===== config.mk =====
export PLATFORM = sky130hd
export DESIGN_NAME = ahb_apb_bridge
export DESIGN_NICKNAME = d
export VERILOG_FILES = /design/src/design/bridge_pkg.sv /design/src/design/ahb_apb_bridge.sv /design/src/design/ahb_capture.sv /design/src/design/apb_port_mux.sv /design/src/design/apb_sequencer.sv
export VERILOG_INCLUDE_DIRS = /design/src /design/src/design
export SDC_FILE = /design/constraint.sdc
export NUM_CORES = 1
export LEC_CHECK = 0
export BUFFER_PORTS_ARGS = -buffer_cell sky130_fd_sc_hd__buf_2
export CAP_MARGIN = 10
export CORE_MARGIN = 5
export CORE_UTILIZATION = 41
export CTS_BUF_LIST = sky130_fd_sc_hd__clkbuf_8
export CTS_CLUSTER_DIAMETER = 120
export DETAILED_ROUTE_END_ITERATION = 12
export PLACE_DENSITY = 0.88
export SKIP_LAST_GASP = 1
export SLEW_MARGIN = 30
export SYNTH_ARGS = -nofsm -noshare
export SYNTH_HDL_FRONTEND = slang
export SYNTH_SLANG_ARGS = --single-unit
export TNS_END_PERCENT = 5

===== constraint.sdc =====
create_clock -name hclk28 -period 2 [get_ports hclk28]
set_input_delay 0.1 -clock hclk28 [delete_from_list [all_inputs] [get_ports hclk28]]
set_output_delay 0.1 -clock hclk28 [all_outputs]
set_load 0.05 [all_outputs]

===== src/design/bridge_settings.svh =====
// Bus widths, slave count and APB address map of the bridge, included by every file that sizes a port
`ifndef BRIDGE_SETTINGS_SVH
`define BRIDGE_SETTINGS_SVH

// ----------------------------------------------------------
// Bus widths
// ----------------------------------------------------------

// AHB and APB address and data width
`define BRIDGE_DATA_W 32

// ----------------------------------------------------------
// Slave map
// ----------------------------------------------------------

// Number of APB slaves, one psel bit each
`define BRIDGE_NUM_SLAVES 4

// Address bits that pick the slave window
`define BRIDGE_SLOT_W 2

// Byte offset inside one 4 KB window
`define BRIDGE_OFFSET_W 12

// Upper address bits left over once slot and offset are taken
`define BRIDGE_TAG_W (`BRIDGE_DATA_W - `BRIDGE_SLOT_W - `BRIDGE_OFFSET_W)

// Tag of the APB region, base 0x4000_0000
`define BRIDGE_REGION_TAG 18'h10000

`endif


===== src/design/bridge_pkg.sv =====
// Shared bridge types: address views, captured request and APB control and response bundles
`include "bridge_settings.svh"

package bridge_pkg;

  // ----------------------------------------------------------
  // Address decoding
  // ----------------------------------------------------------

  // Field view of an AHB address inside the APB map
  typedef struct packed {
    logic [`BRIDGE_TAG_W-1:0]    tag;
    logic [`BRIDGE_SLOT_W-1:0]   slot;
    logic [`BRIDGE_OFFSET_W-1:0] offset;
  } ahb_addr_fields_t;

  // Raw word goes to paddr, fields feed the decoder
  typedef union packed {
    logic [`BRIDGE_DATA_W-1:0] word;
    ahb_addr_fields_t          fields;
  } ahb_addr_u;

  // ----------------------------------------------------------
  // Bundles between blocks
  // ----------------------------------------------------------

  // Request held for the whole AHB data phase
  typedef struct packed {
    ahb_addr_u                     addr;
    logic                          write;
    logic                          hit;
    logic [`BRIDGE_NUM_SLAVES-1:0] sel;
  } ahb_req_t;

  // APB signals common to every slave
  typedef struct packed {
    logic [`BRIDGE_DATA_W-1:0] paddr;
    logic                      pwrite;
    logic                      penable;
  } apb_ctrl_t;

  // Response of one APB slave
  typedef struct packed {
    logic                      pready;
    logic [`BRIDGE_DATA_W-1:0] prdata;
  } apb_resp_t;

endpackage


===== src/design/ahb_apb_bridge.sv =====
// Top level of the AHB-to-APB bridge; connects the AHB capture, APB sequencer and slave port mux
`timescale 1ns/100ps
`include "bridge_settings.svh"

module ahb_apb_bridge (
  input  logic                          hclk28,
  input  logic                          hreset_n28,

  // AHB slave interface
  input  logic                          hsel,
  input  logic [1:0]                    htrans,
  input  logic                          hwrite,
  input  logic [`BRIDGE_DATA_W-1:0]     haddr,
  input  logic [`BRIDGE_DATA_W-1:0]     hwdata,
  output logic [`BRIDGE_DATA_W-1:0]     hrdata,
  output logic                          hready,

  // APB master interface
  output bridge_pkg::apb_ctrl_t         apb,
  output logic [`BRIDGE_DATA_W-1:0]     pwdata,
  output logic [`BRIDGE_NUM_SLAVES-1:0] psel,
  input  bridge_pkg::apb_resp_t         resp [`BRIDGE_NUM_SLAVES]
);

  bridge_pkg::ahb_req_t          req;
  logic                          req_valid;
  logic [`BRIDGE_NUM_SLAVES-1:0] psel_vec;
  logic                          done;
  logic [`BRIDGE_DATA_W-1:0]     done_rdata;
  logic                          sel_ready;
  logic [`BRIDGE_DATA_W-1:0]     sel_rdata;

  // Master keeps hwdata stable through the stall
  assign pwdata = hwdata;

  // ----------------------------------------------------------
  // Blocks
  // ----------------------------------------------------------

  ahb_capture ahb_capture_i (
    .hclk28     (hclk28),
    .hreset_n28 (hreset_n28),
    .hsel       (hsel),
    .htrans     (htrans),
    .hwrite     (hwrite),
    .haddr      (haddr),
    .done       (done),
    .done_rdata (done_rdata),
    .hready     (hready),
    .hrdata     (hrdata),
    .req        (req),
    .req_valid  (req_valid)
  );

  apb_sequencer apb_sequencer_i (
    .hclk28     (hclk28),
    .hreset_n28 (hreset_n28),
    .req        (req),
    .req_valid  (req_valid),
    .sel_ready  (sel_ready),
    .sel_rdata  (sel_rdata),
    .psel_vec   (psel_vec),
    .apb        (apb),
    .done       (done),
    .done_rdata (done_rdata)
  );

  apb_port_mux apb_port_mux_i (
    .psel_vec  (psel_vec),
    .resp      (resp),
    .psel      (psel),
    .sel_ready (sel_ready),
    .sel_rdata (sel_rdata)
  );

endmodule


===== src/design/ahb_capture.sv =====
// AHB slave side of the bridge; qualifies and decodes one transfer and stalls hready until it ends
`timescale 1ns/100ps
`include "bridge_settings.svh"

module ahb_capture (
  input  logic                      hclk28,
  input  logic                      hreset_n28,
  input  logic                      hsel,
  input  logic [1:0]                htrans,
  input  logic                      hwrite,
  input  logic [`BRIDGE_DATA_W-1:0] haddr,
  input  logic                      done,
  input  logic [`BRIDGE_DATA_W-1:0] done_rdata,
  output logic                      hready,
  output logic [`BRIDGE_DATA_W-1:0] hrdata,
  output bridge_pkg::ahb_req_t      req,
  output logic                      req_valid
);

  // Transfer types that carry data
  localparam logic [1:0] htrans_nonseq = 2'b10;
  localparam logic [1:0] htrans_seq    = 2'b11;

  bridge_pkg::ahb_addr_u         addr_in;
  logic                          accept;
  logic                          hit;
  logic [`BRIDGE_NUM_SLAVES-1:0] sel_dec;

  // ----------------------------------------------------------
  // Address phase qualification and decode
  // ----------------------------------------------------------

  // IDLE and BUSY are ignored, as is anything during a stall
  assign accept = hready && hsel &&
                  ((htrans == htrans_nonseq) || (htrans == htrans_seq));

  assign addr_in.word = haddr;

  assign hit = (addr_in.fields.tag == `BRIDGE_REGION_TAG);

  // One-hot slave select, empty on a miss
  always_comb begin
    sel_dec = '0;
    if (hit) begin
      sel_dec[addr_in.fields.slot] = 1'b1;
    end
  end

  // ----------------------------------------------------------
  // Data phase
  // ----------------------------------------------------------

  // Request fields only matter while req_valid is high
  always_ff @(posedge hclk28) begin
    if (accept) begin
      req.addr  <= addr_in;
      req.write <= hwrite;
      req.hit   <= hit;
      req.sel   <= sel_dec;
    end
  end

  // Set on accept, cleared on the edge that completes the transfer
  always_ff @(posedge hclk28 or negedge hreset_n28) begin
    if (!hreset_n28) begin
      req_valid <= 1'b0;
    end else if (accept) begin
      req_valid <= 1'b1;
    end else if (done) begin
      req_valid <= 1'b0;
    end
  end

  // Bus is stalled for the whole data phase
  assign hready = ~req_valid;

  // Read data is held until the next completion
  always_ff @(posedge hclk28 or negedge hreset_n28) begin
    if (!hreset_n28) begin
      hrdata <= '0;
    end else if (done) begin
      hrdata <= done_rdata;
    end
  end

endmodule


===== src/design/apb_port_mux.sv =====
// APB slave port fan-out; drives each psel and merges the selected slave's pready and prdata
`timescale 1ns/100ps
`include "bridge_settings.svh"

module apb_port_mux (
  input  logic [`BRIDGE_NUM_SLAVES-1:0] psel_vec,
  input  bridge_pkg::apb_resp_t         resp [`BRIDGE_NUM_SLAVES],
  output logic [`BRIDGE_NUM_SLAVES-1:0] psel,
  output logic                          sel_ready,
  output logic [`BRIDGE_DATA_W-1:0]     sel_rdata
);

  logic                      ready_acc;
  logic [`BRIDGE_DATA_W-1:0] rdata_acc;

  // ----------------------------------------------------------
  // Select fan-out
  // ----------------------------------------------------------

  // One psel line per slave
  assign psel = psel_vec;

  // ----------------------------------------------------------
  // Response merge
  // ----------------------------------------------------------

  // AND-OR merge, unselected slaves contribute nothing
  always_comb begin
    ready_acc = 1'b0;
    rdata_acc = '0;
    for (int i = 0; i < `BRIDGE_NUM_SLAVES; i++) begin
      ready_acc = ready_acc | (psel_vec[i] & resp[i].pready);
      rdata_acc = rdata_acc | ({`BRIDGE_DATA_W{psel_vec[i]}} & resp[i].prdata);
    end
  end

  assign sel_ready = ready_acc;
  assign sel_rdata = rdata_acc;

endmodule


===== src/design/apb_sequencer.sv =====
// APB master state machine; runs setup and access for a captured request and signals completion
`timescale 1ns/100ps
`include "bridge_settings.svh"

module apb_sequencer (
  input  logic                          hclk28,
  input  logic                          hreset_n28,
  input  bridge_pkg::ahb_req_t          req,
  input  logic                          req_valid,
  input  logic                          sel_ready,
  input  logic [`BRIDGE_DATA_W-1:0]     sel_rdata,
  output logic [`BRIDGE_NUM_SLAVES-1:0] psel_vec,
  output bridge_pkg::apb_ctrl_t         apb,
  output logic                          done,
  output logic [`BRIDGE_DATA_W-1:0]     done_rdata
);

  // One-hot APB phases
  typedef enum logic [2:0] {
    st_idle   = 3'b001,
    st_setup  = 3'b010,
    st_access = 3'b100
  } state_t;

  state_t state_q;
  logic   in_idle;
  logic   in_access;
  logic   miss;

  assign in_idle   = (state_q == st_idle);
  assign in_access = (state_q == st_access);

  // ----------------------------------------------------------
  // Completion
  // ----------------------------------------------------------

  // Outside the region, finish straight from idle
  assign miss = in_idle && req_valid && !req.hit;

  assign done = miss || (in_access && sel_ready);

  // Misses read as zero
  assign done_rdata = in_access ? sel_rdata : '0;

  // ----------------------------------------------------------
  // Phase sequencing
  // ----------------------------------------------------------

  always_ff @(posedge hclk28 or negedge hreset_n28) begin
    if (!hreset_n28) begin
      state_q  <= st_idle;
      psel_vec <= '0;
      apb      <= '0;
    end else begin
      case (state_q)
        st_idle: begin
          // Setup phase: select and address out, penable still low
          if (req_valid && req.hit) begin
            state_q    <= st_setup;
            psel_vec   <= req.sel;
            apb.paddr  <= req.addr.word;
            apb.pwrite <= req.write;
          end
        end

        st_setup: begin
          state_q     <= st_access;
          apb.penable <= 1'b1;
        end

        st_access: begin
          // Slave wait states hold us here
          if (sel_ready) begin
            state_q     <= st_idle;
            psel_vec    <= '0;
            apb.penable <= 1'b0;
          end
        end

        default: begin
          state_q     <= st_idle;
          psel_vec    <= '0;
          apb.penable <= 1'b0;
        end
      endcase
    end
  end

endmodule


# Word level (Yosys, flattened, before mapping)
# Index checks and enable logic that the tools add are counted.
[op_classes]
bitwise = 17
n_reduce_logical = 15
magnitude_cmp = 2
n_eq_ne = 8
mux = 13
[ops]
columns = ["op", "n"]
rows = [
  ["$and 32x32->32", 4],
  ["$or 32x32->32", 3],
  ["$mux 32", 1],
  ["$eq 18x17->1 const B", 1],
  ["$pmux 4 s3", 1],
  ["$pmux 3 s3", 1],
  ["$mux 4", 2],
  ["$logic_and 1x1->1", 7],
  ["$mux 3", 2],
  ["$reduce_and 2->1", 3],
  ["$and 1x1->1", 4],
  ["$eq 2x2->1 const B", 2],
  ["$mux 1", 4],
  ["$eq 3x1->1 const B", 1],
  ["$eq 3x2->1 const B", 1],
  ["$eq 3x3->1 const B", 1],
  ["$lt 2x3->1 const B", 1],
  ["$not 1->1", 3],
  ["$or 1x1->1", 3],
  ["$pmux 1 s3", 1],
  ["$reduce_and 3->1", 1],
  ["$demux 1 s2", 1],
  ["$ge 2x1->1 const B", 1],
  ["$logic_or 1x1->1", 2],
  ["4 further kinds", 4],
]
[totals]
output_inout_bits = 103
register_bits = 112
in_bits = 202

# Longest topological paths before layout
[depth]
word_depth = 8
depth_mapped = 5
mapped_depth_nobuf = 3

# Modules after synthesis
# A second synthesis with hierarchy kept.
[hier_totals]
hier_cells = 420
hier_area_um2 = 5690.5
[modules_own_cells]
columns = ["mod", "area_per_inst_um2", "n_inst", "cells_per_inst"]
rows = [
  ["ahb_capture", 2474.9, 1, 124],
  ["apb_sequencer", 1994.4, 1, 145],
  ["apb_port_mux", 980.9, 1, 119],
  ["ahb_apb_bridge", 240.2, 1, 32],
]

# Least setup slack after synthesis
# Ideal clock, no wire load.
[synth_path]
kind = "register -> register"
start = "reg ahb_capture_i.req_valid"
end = "reg, netlist name ahb_capture_i.req[0]"
setup_time_ns = 0.400
t_arrival_ns = 1.804
required_time_ns = 1.600
slack_ns = -0.204
synth_period_minus_slack_ns = 2.204
path_stages_with_launch = 3
n_path_buf = 0
path_cell_list = "dfrtp_1 > inv_1 > and3_1"
[synth_via]
elab_chain_len = 3
[synth_rtl]
columns = ["item", "line", "rtl"]
rows = [
  ["start: declaration", "ahb_capture.sv:17", "output logic req_valid"],
  ["start signal: assignment", "ahb_capture.sv:66", "req_valid <= 1'b0;"],
  ["start signal: assignment", "ahb_capture.sv:68", "req_valid <= 1'b1;"],
  ["start signal: assignment", "ahb_capture.sv:70", "req_valid <= 1'b0;"],
  ["$not 1->1", "ahb_capture.sv:75", "assign hready = ~req_valid;"],
  ["named net hready", "ahb_apb_bridge.sv:16", "output logic hready,"],
  ["$logic_and 1x1->1 (2 in series)", "ahb_capture.sv:34", "assign accept = hready && hsel &&"],
  ["named net ahb_capture_i.accept", "ahb_capture.sv:25", "logic accept;"],
]
# The timed path passes the listed nets, and every way through them passes these cells.
# A chain may end at the register's enable or synchronous reset.

# Worst setup path after layout
[layout_path]
start = "reg apb_sequencer_i.psel_vec[1]"
end = "reg ahb_capture_i.hrdata[20]"
[layout_via]
elab_chain_len = 6
[layout_rtl]
columns = ["item", "line", "rtl"]
rows = [
  ["start: declaration", "apb_sequencer.sv:12", "output logic [`BRIDGE_NUM_SLAVES-1:0] psel_vec,"],
  ["start signal: assignment", "apb_sequencer.sv:60", "psel_vec <= req.sel;"],
  ["$and 1x1->1", "apb_port_mux.sv:32", "ready_acc = ready_acc | (psel_vec[i] & resp[i].pready);"],
  ["$or 1x1->1 (3 in series)", "apb_port_mux.sv:32", ""],
  ["$logic_and 1x1->1", "apb_sequencer.sv:40", "assign done = miss || (in_access && sel_ready);"],
  ["$logic_or 1x1->1", "apb_sequencer.sv:40", ""],
  ["end signal: assignment", "ahb_capture.sv:82", "hrdata <= done_rdata;"],
  ["end: declaration", "ahb_capture.sv:15", "output logic [`BRIDGE_DATA_W-1:0] hrdata,"],
]
# Parallel ways exist; a longest one is shown, timed or not.

==> results.txt <==
The CTS tree is yes. The critical-path maximum fanout came out at 23. Once detail routing completed, the nets flagged for antenna violations numbered 0. The largest net degree at the start of global routing came out at 40.

The die covers 15100 um2. The detailed-route wire length came out at 17000 um. The logic depth of the worst register-to-register path is 5. The cell leakage power is approximately 3.5 nW.

Counting instances, the worst hold path has a depth of 3. Clock-pin slew was measured on the worst setup and hold paths at 0.12 ns. The number of nets produced by synthesis came out at approximately 600.

STA classifies the critical path endpoint as a register. The buffer count from post-CTS setup fixing came out at 0. The post-route total power is 0.00892 W. The number of buffers inserted by port buffering came out at 239. The clock sink total is 112. The number of placement rows came out at 41. The async set or reset register ratio after synthesis is 0.661. The fmax is 0.511 GHz. The worst-case setup slack after placement is 0.176 ns. The total overflow left after global routing is 0. After detailed routing, the average wire length per cell comes to 20.3 um. The floorplan step defined a core boundary enclosing 12600 um2. In this run the deepest clock path goes through 2 buffers.

The routability-driven placement congestion ratio is about 0.85. The portion of synthesized cell area occupied by the leading cell type came out at 0.349. Ranked by total cell area, the synthesized netlist is headed by sky130_fd_sc_hd__dfrtp_1 35%, sky130_fd_sc_hd__edfxtp_1 22%, sky130_fd_sc_hd__mux2_2 7.1%, sky130_fd_sc_hd__mux2i_1 6.1%, sky130_fd_sc_hd__a22o_1 5.7%. Setup violations remaining at the end of the flow were counted as 0. The clock skew after layout is ~0.016 ns. The overall via count from detail_route is 4646.

Dividing the detail-routed via count by the number of cells gives 5.56. After synthesis, the most frequently instantiated cells are 73 x sky130_fd_sc_hd__dfrtp_1, 38 x sky130_fd_sc_hd__edfxtp_1, 35 x sky130_fd_sc_hd__buf_4. The leading area contributor after synthesis is sky130_fd_sc_hd__dfrtp_1. The total CTS buffers came out at 9. The y dimension of the die came out at 123 um. The later pin in the worst-skew pair is clocked with a latency of 0.39 ns. The flow ran to the end, and the final reports show no timing, DRC or antenna violations. The worst setup path is launched from a register. The number of endpoints with negative hold slack in the final report came out at 0.

The max-slew violation count is 0. The actual slew at the worst max-slew pin is ~0.55 ns. The first global-routing pass estimated 25000 um of wire.

The portion of the post-synthesis area used by sequential elements came out at 0.572. The via count of the first global-routing pass was 4805. Among all cell types in the netlist, the one instantiated most often is sky130_fd_sc_hd__dfrtp_1. The worst-case headroom to the max-slew limit is 0.634. The floorplan die width is 123 um. After the first detailed-routing iteration, the DRC count stood at 314. The post-synthesis average cell area came out at 13.1 um2. The post-route fraction of the period consumed by the critical path came out at 0.979.

The setup path with the least slack is of type register to register. The required time of the critical path came out at 2.28 ns. The final critical path time including I/O delays and setup came out at 1.96 ns. From synthesis to final layout, the design area changed by 38.4%. The worst-case vdd ir drop came out at between 1 and 1.5 mV. In the routed design, unresolved DRC markers number 0. The number of iterations in the first detailed-routing pass is 6. Among all flip-flop cells after synthesis, the most frequent one is sky130_fd_sc_hd__dfrtp_1. The antenna diode instance count is 0. The fraction of layout cells with a size suffix above 1 is 0.467. The final critical-path setup slack is 0.0412 ns. Data arrives at the worst endpoint at roughly 2.2 ns. The tree is rooted in a sky130_fd_sc_hd__clkbuf_8. The CTS H-tree depth is 3. Synthesis produced a netlist whose cell count is 400. The path class of the tightest hold or removal check is primary input to register. Setup repair after global routing could not meet its margin everywhere. Counting flops and latches in the post-synthesis netlist gives 112.

The layout net count came out at 861. The synthesized design contains 38 enable-type register cells. Power spread over the standard cell area amounts to 1230 nW/um2. The number of I/O pins came out at 305. The half-perimeter wire length of the detailed placement result is 11600 um. The initial core utilization came out at 0.416. The netlist uses 36 different library cells. The count of warnings emitted by yosys is 0. The number of max-cap violations came out at 0. The cell area that synthesis handed to floorplanning was between 5000 and 6000 um2. The initial antenna violation count is 0. The global routing usage summed across all routing layers is 0.219.
[power breakdown]
part	switching [W]	internal, W	total (W)
Clock	0.000880	0.000632	0.00151
Combinational	0.00281	0.00147	0.00428
Sequential	0.000274	0.00285	0.00312
[placed cells by master (no fill, tap or decap), types with 4 or more instances in the layout]
master | netlist | routed
sky130_fd_sc_hd__nand3_1 | 8 | 8
sky130_fd_sc_hd__buf_12 | 0 | 4
sky130_fd_sc_hd__a22o_1 | 34 | 34
sky130_fd_sc_hd__nor2_1 | 4 | 4
sky130_fd_sc_hd__o21ai_0 | 34 | 34
sky130_fd_sc_hd__a221oi_1 | 32 | 31
sky130_fd_sc_hd__dfrtp_1 | 73 | 72
sky130_fd_sc_hd__a41oi_1 | 4 | 4
sky130_fd_sc_hd__nor4bb_1 | 4 | 4
sky130_fd_sc_hd__buf_4 | 35 | 12
sky130_fd_sc_hd__mux2_2 | 33 | 33
sky130_fd_sc_hd__mux2i_1 | 32 | 32
sky130_fd_sc_hd__nor4_1 | 6 | 6
sky130_fd_sc_hd__nand4_1 | 5 | 5
sky130_fd_sc_hd__buf_2 | 3 | 238
sky130_fd_sc_hd__clkbuf_8 | 0 | 9
sky130_fd_sc_hd__edfxtp_1 | 38 | 38
sky130_fd_sc_hd__dlygate4sd3_1 | 0 | 57
sky130_fd_sc_hd__and2_1 | 5 | 5
sky130_fd_sc_hd__inv_1 | 4 | 4
[state kept, by name, summed over array words and instances (netlist names)]
signal	cells
ahb_capture_i.req_valid	1
ahb_capture_i.req	38
ahb_capture_i.hrdata	32
apb_sequencer_i.state_q	3
apb_sequencer_i.apb	34
apb_sequencer_i.psel_vec	4
[logic make-up after synthesis]
family,count (synthesis),synth area share
compound gates,112,0.162
mux,65,0.132
flops,112,0.572
simple gates,43,0.0545
buf+inv,68,0.0789
[critical path, stage by stage (launching register included)]
cell and delay, ns:
sky130_fd_sc_hd__dfrtp_1 0.43, sky130_fd_sc_hd__buf_4 0.23, sky130_fd_sc_hd__a22o_1 0.24, sky130_fd_sc_hd__a221oi_1 0.25
sky130_fd_sc_hd__dlygate4sd3_1 0.61, sky130_fd_sc_hd__mux2i_1 0.07
[final timing paths]
| path | slack (ns) | startpoint | end |
|---|---|---|---|
| min in group asynchronous | 0.23 | hreset_n28 | apb_sequencer_i.apb[9] |
| setup reg to reg | 0.04 | apb_sequencer_i.psel_vec[1] | ahb_capture_i.hrdata[20] |
| setup / recovery | 0.04 | apb_sequencer_i.psel_vec[1] | ahb_capture_i.hrdata[20] |
| hold / removal | 0.02 | resp[122] | ahb_capture_i.hrdata[23] |
| hold reg to reg | 0.49 | ahb_capture_i.req[15] | apb_sequencer_i.apb[11] |
| max in group asynchronous | 1.17 | hreset_n28 | ahb_capture_i.hrdata[16] |
[repair_timing]
item / CTS / global route
endpoints found under the setup margin: 0 / 4
hold buffers: 57 / 0
gates resized for setup: 0 / 3
endpoints found under the hold margin: 86 / 0
[cell type report]
| cell class | count | area [um2] |
|---|---|---|
| inverter | 4 | 15.0 |
| fill | 974 | 5330 |
| clock inverter | 7 | 108 |
| multi-input combinational | 220 | 1840 |
| tap | 172 | 215 |
| sequential | 112 | 3000 |
| timing repair buffer | 312 | 1940 |
| clock buffer | 9 | 124 |
[stage by stage]
stage / TNS (ns) / std cells / hold WS, ns / area [um2] / utilization
global placement: 0 / 763 / 0.0980 / 6430 / 0.511
floorplan: 0 / 400 / -0.196 / 5230 / -
detailed placement: 0 / 763 / 0.115 / 6430 / 0.511
finish: 0 / 836 / 0.0184 / 7240 / 0.576
CTS: 0 / 836 / 0.000656 / 7230 / 0.575
global route: -0.000652 / 836 / 0.000692 / 7240 / 0.576
[per-layer routing]
metal | part of all wire | vias up | global-route usage
met5 | 0 | - | 0
met4 | 0.027 | 0 | 0.0784
met3 | 0.090 | 52 | 0.0654
met2 | 0.54 | 275 | 0.390
met1 | 0.34 | 2272 | 0.247
li1 | - | 2047 | -
No activity file was read; power rests on OpenSTA's default activity.
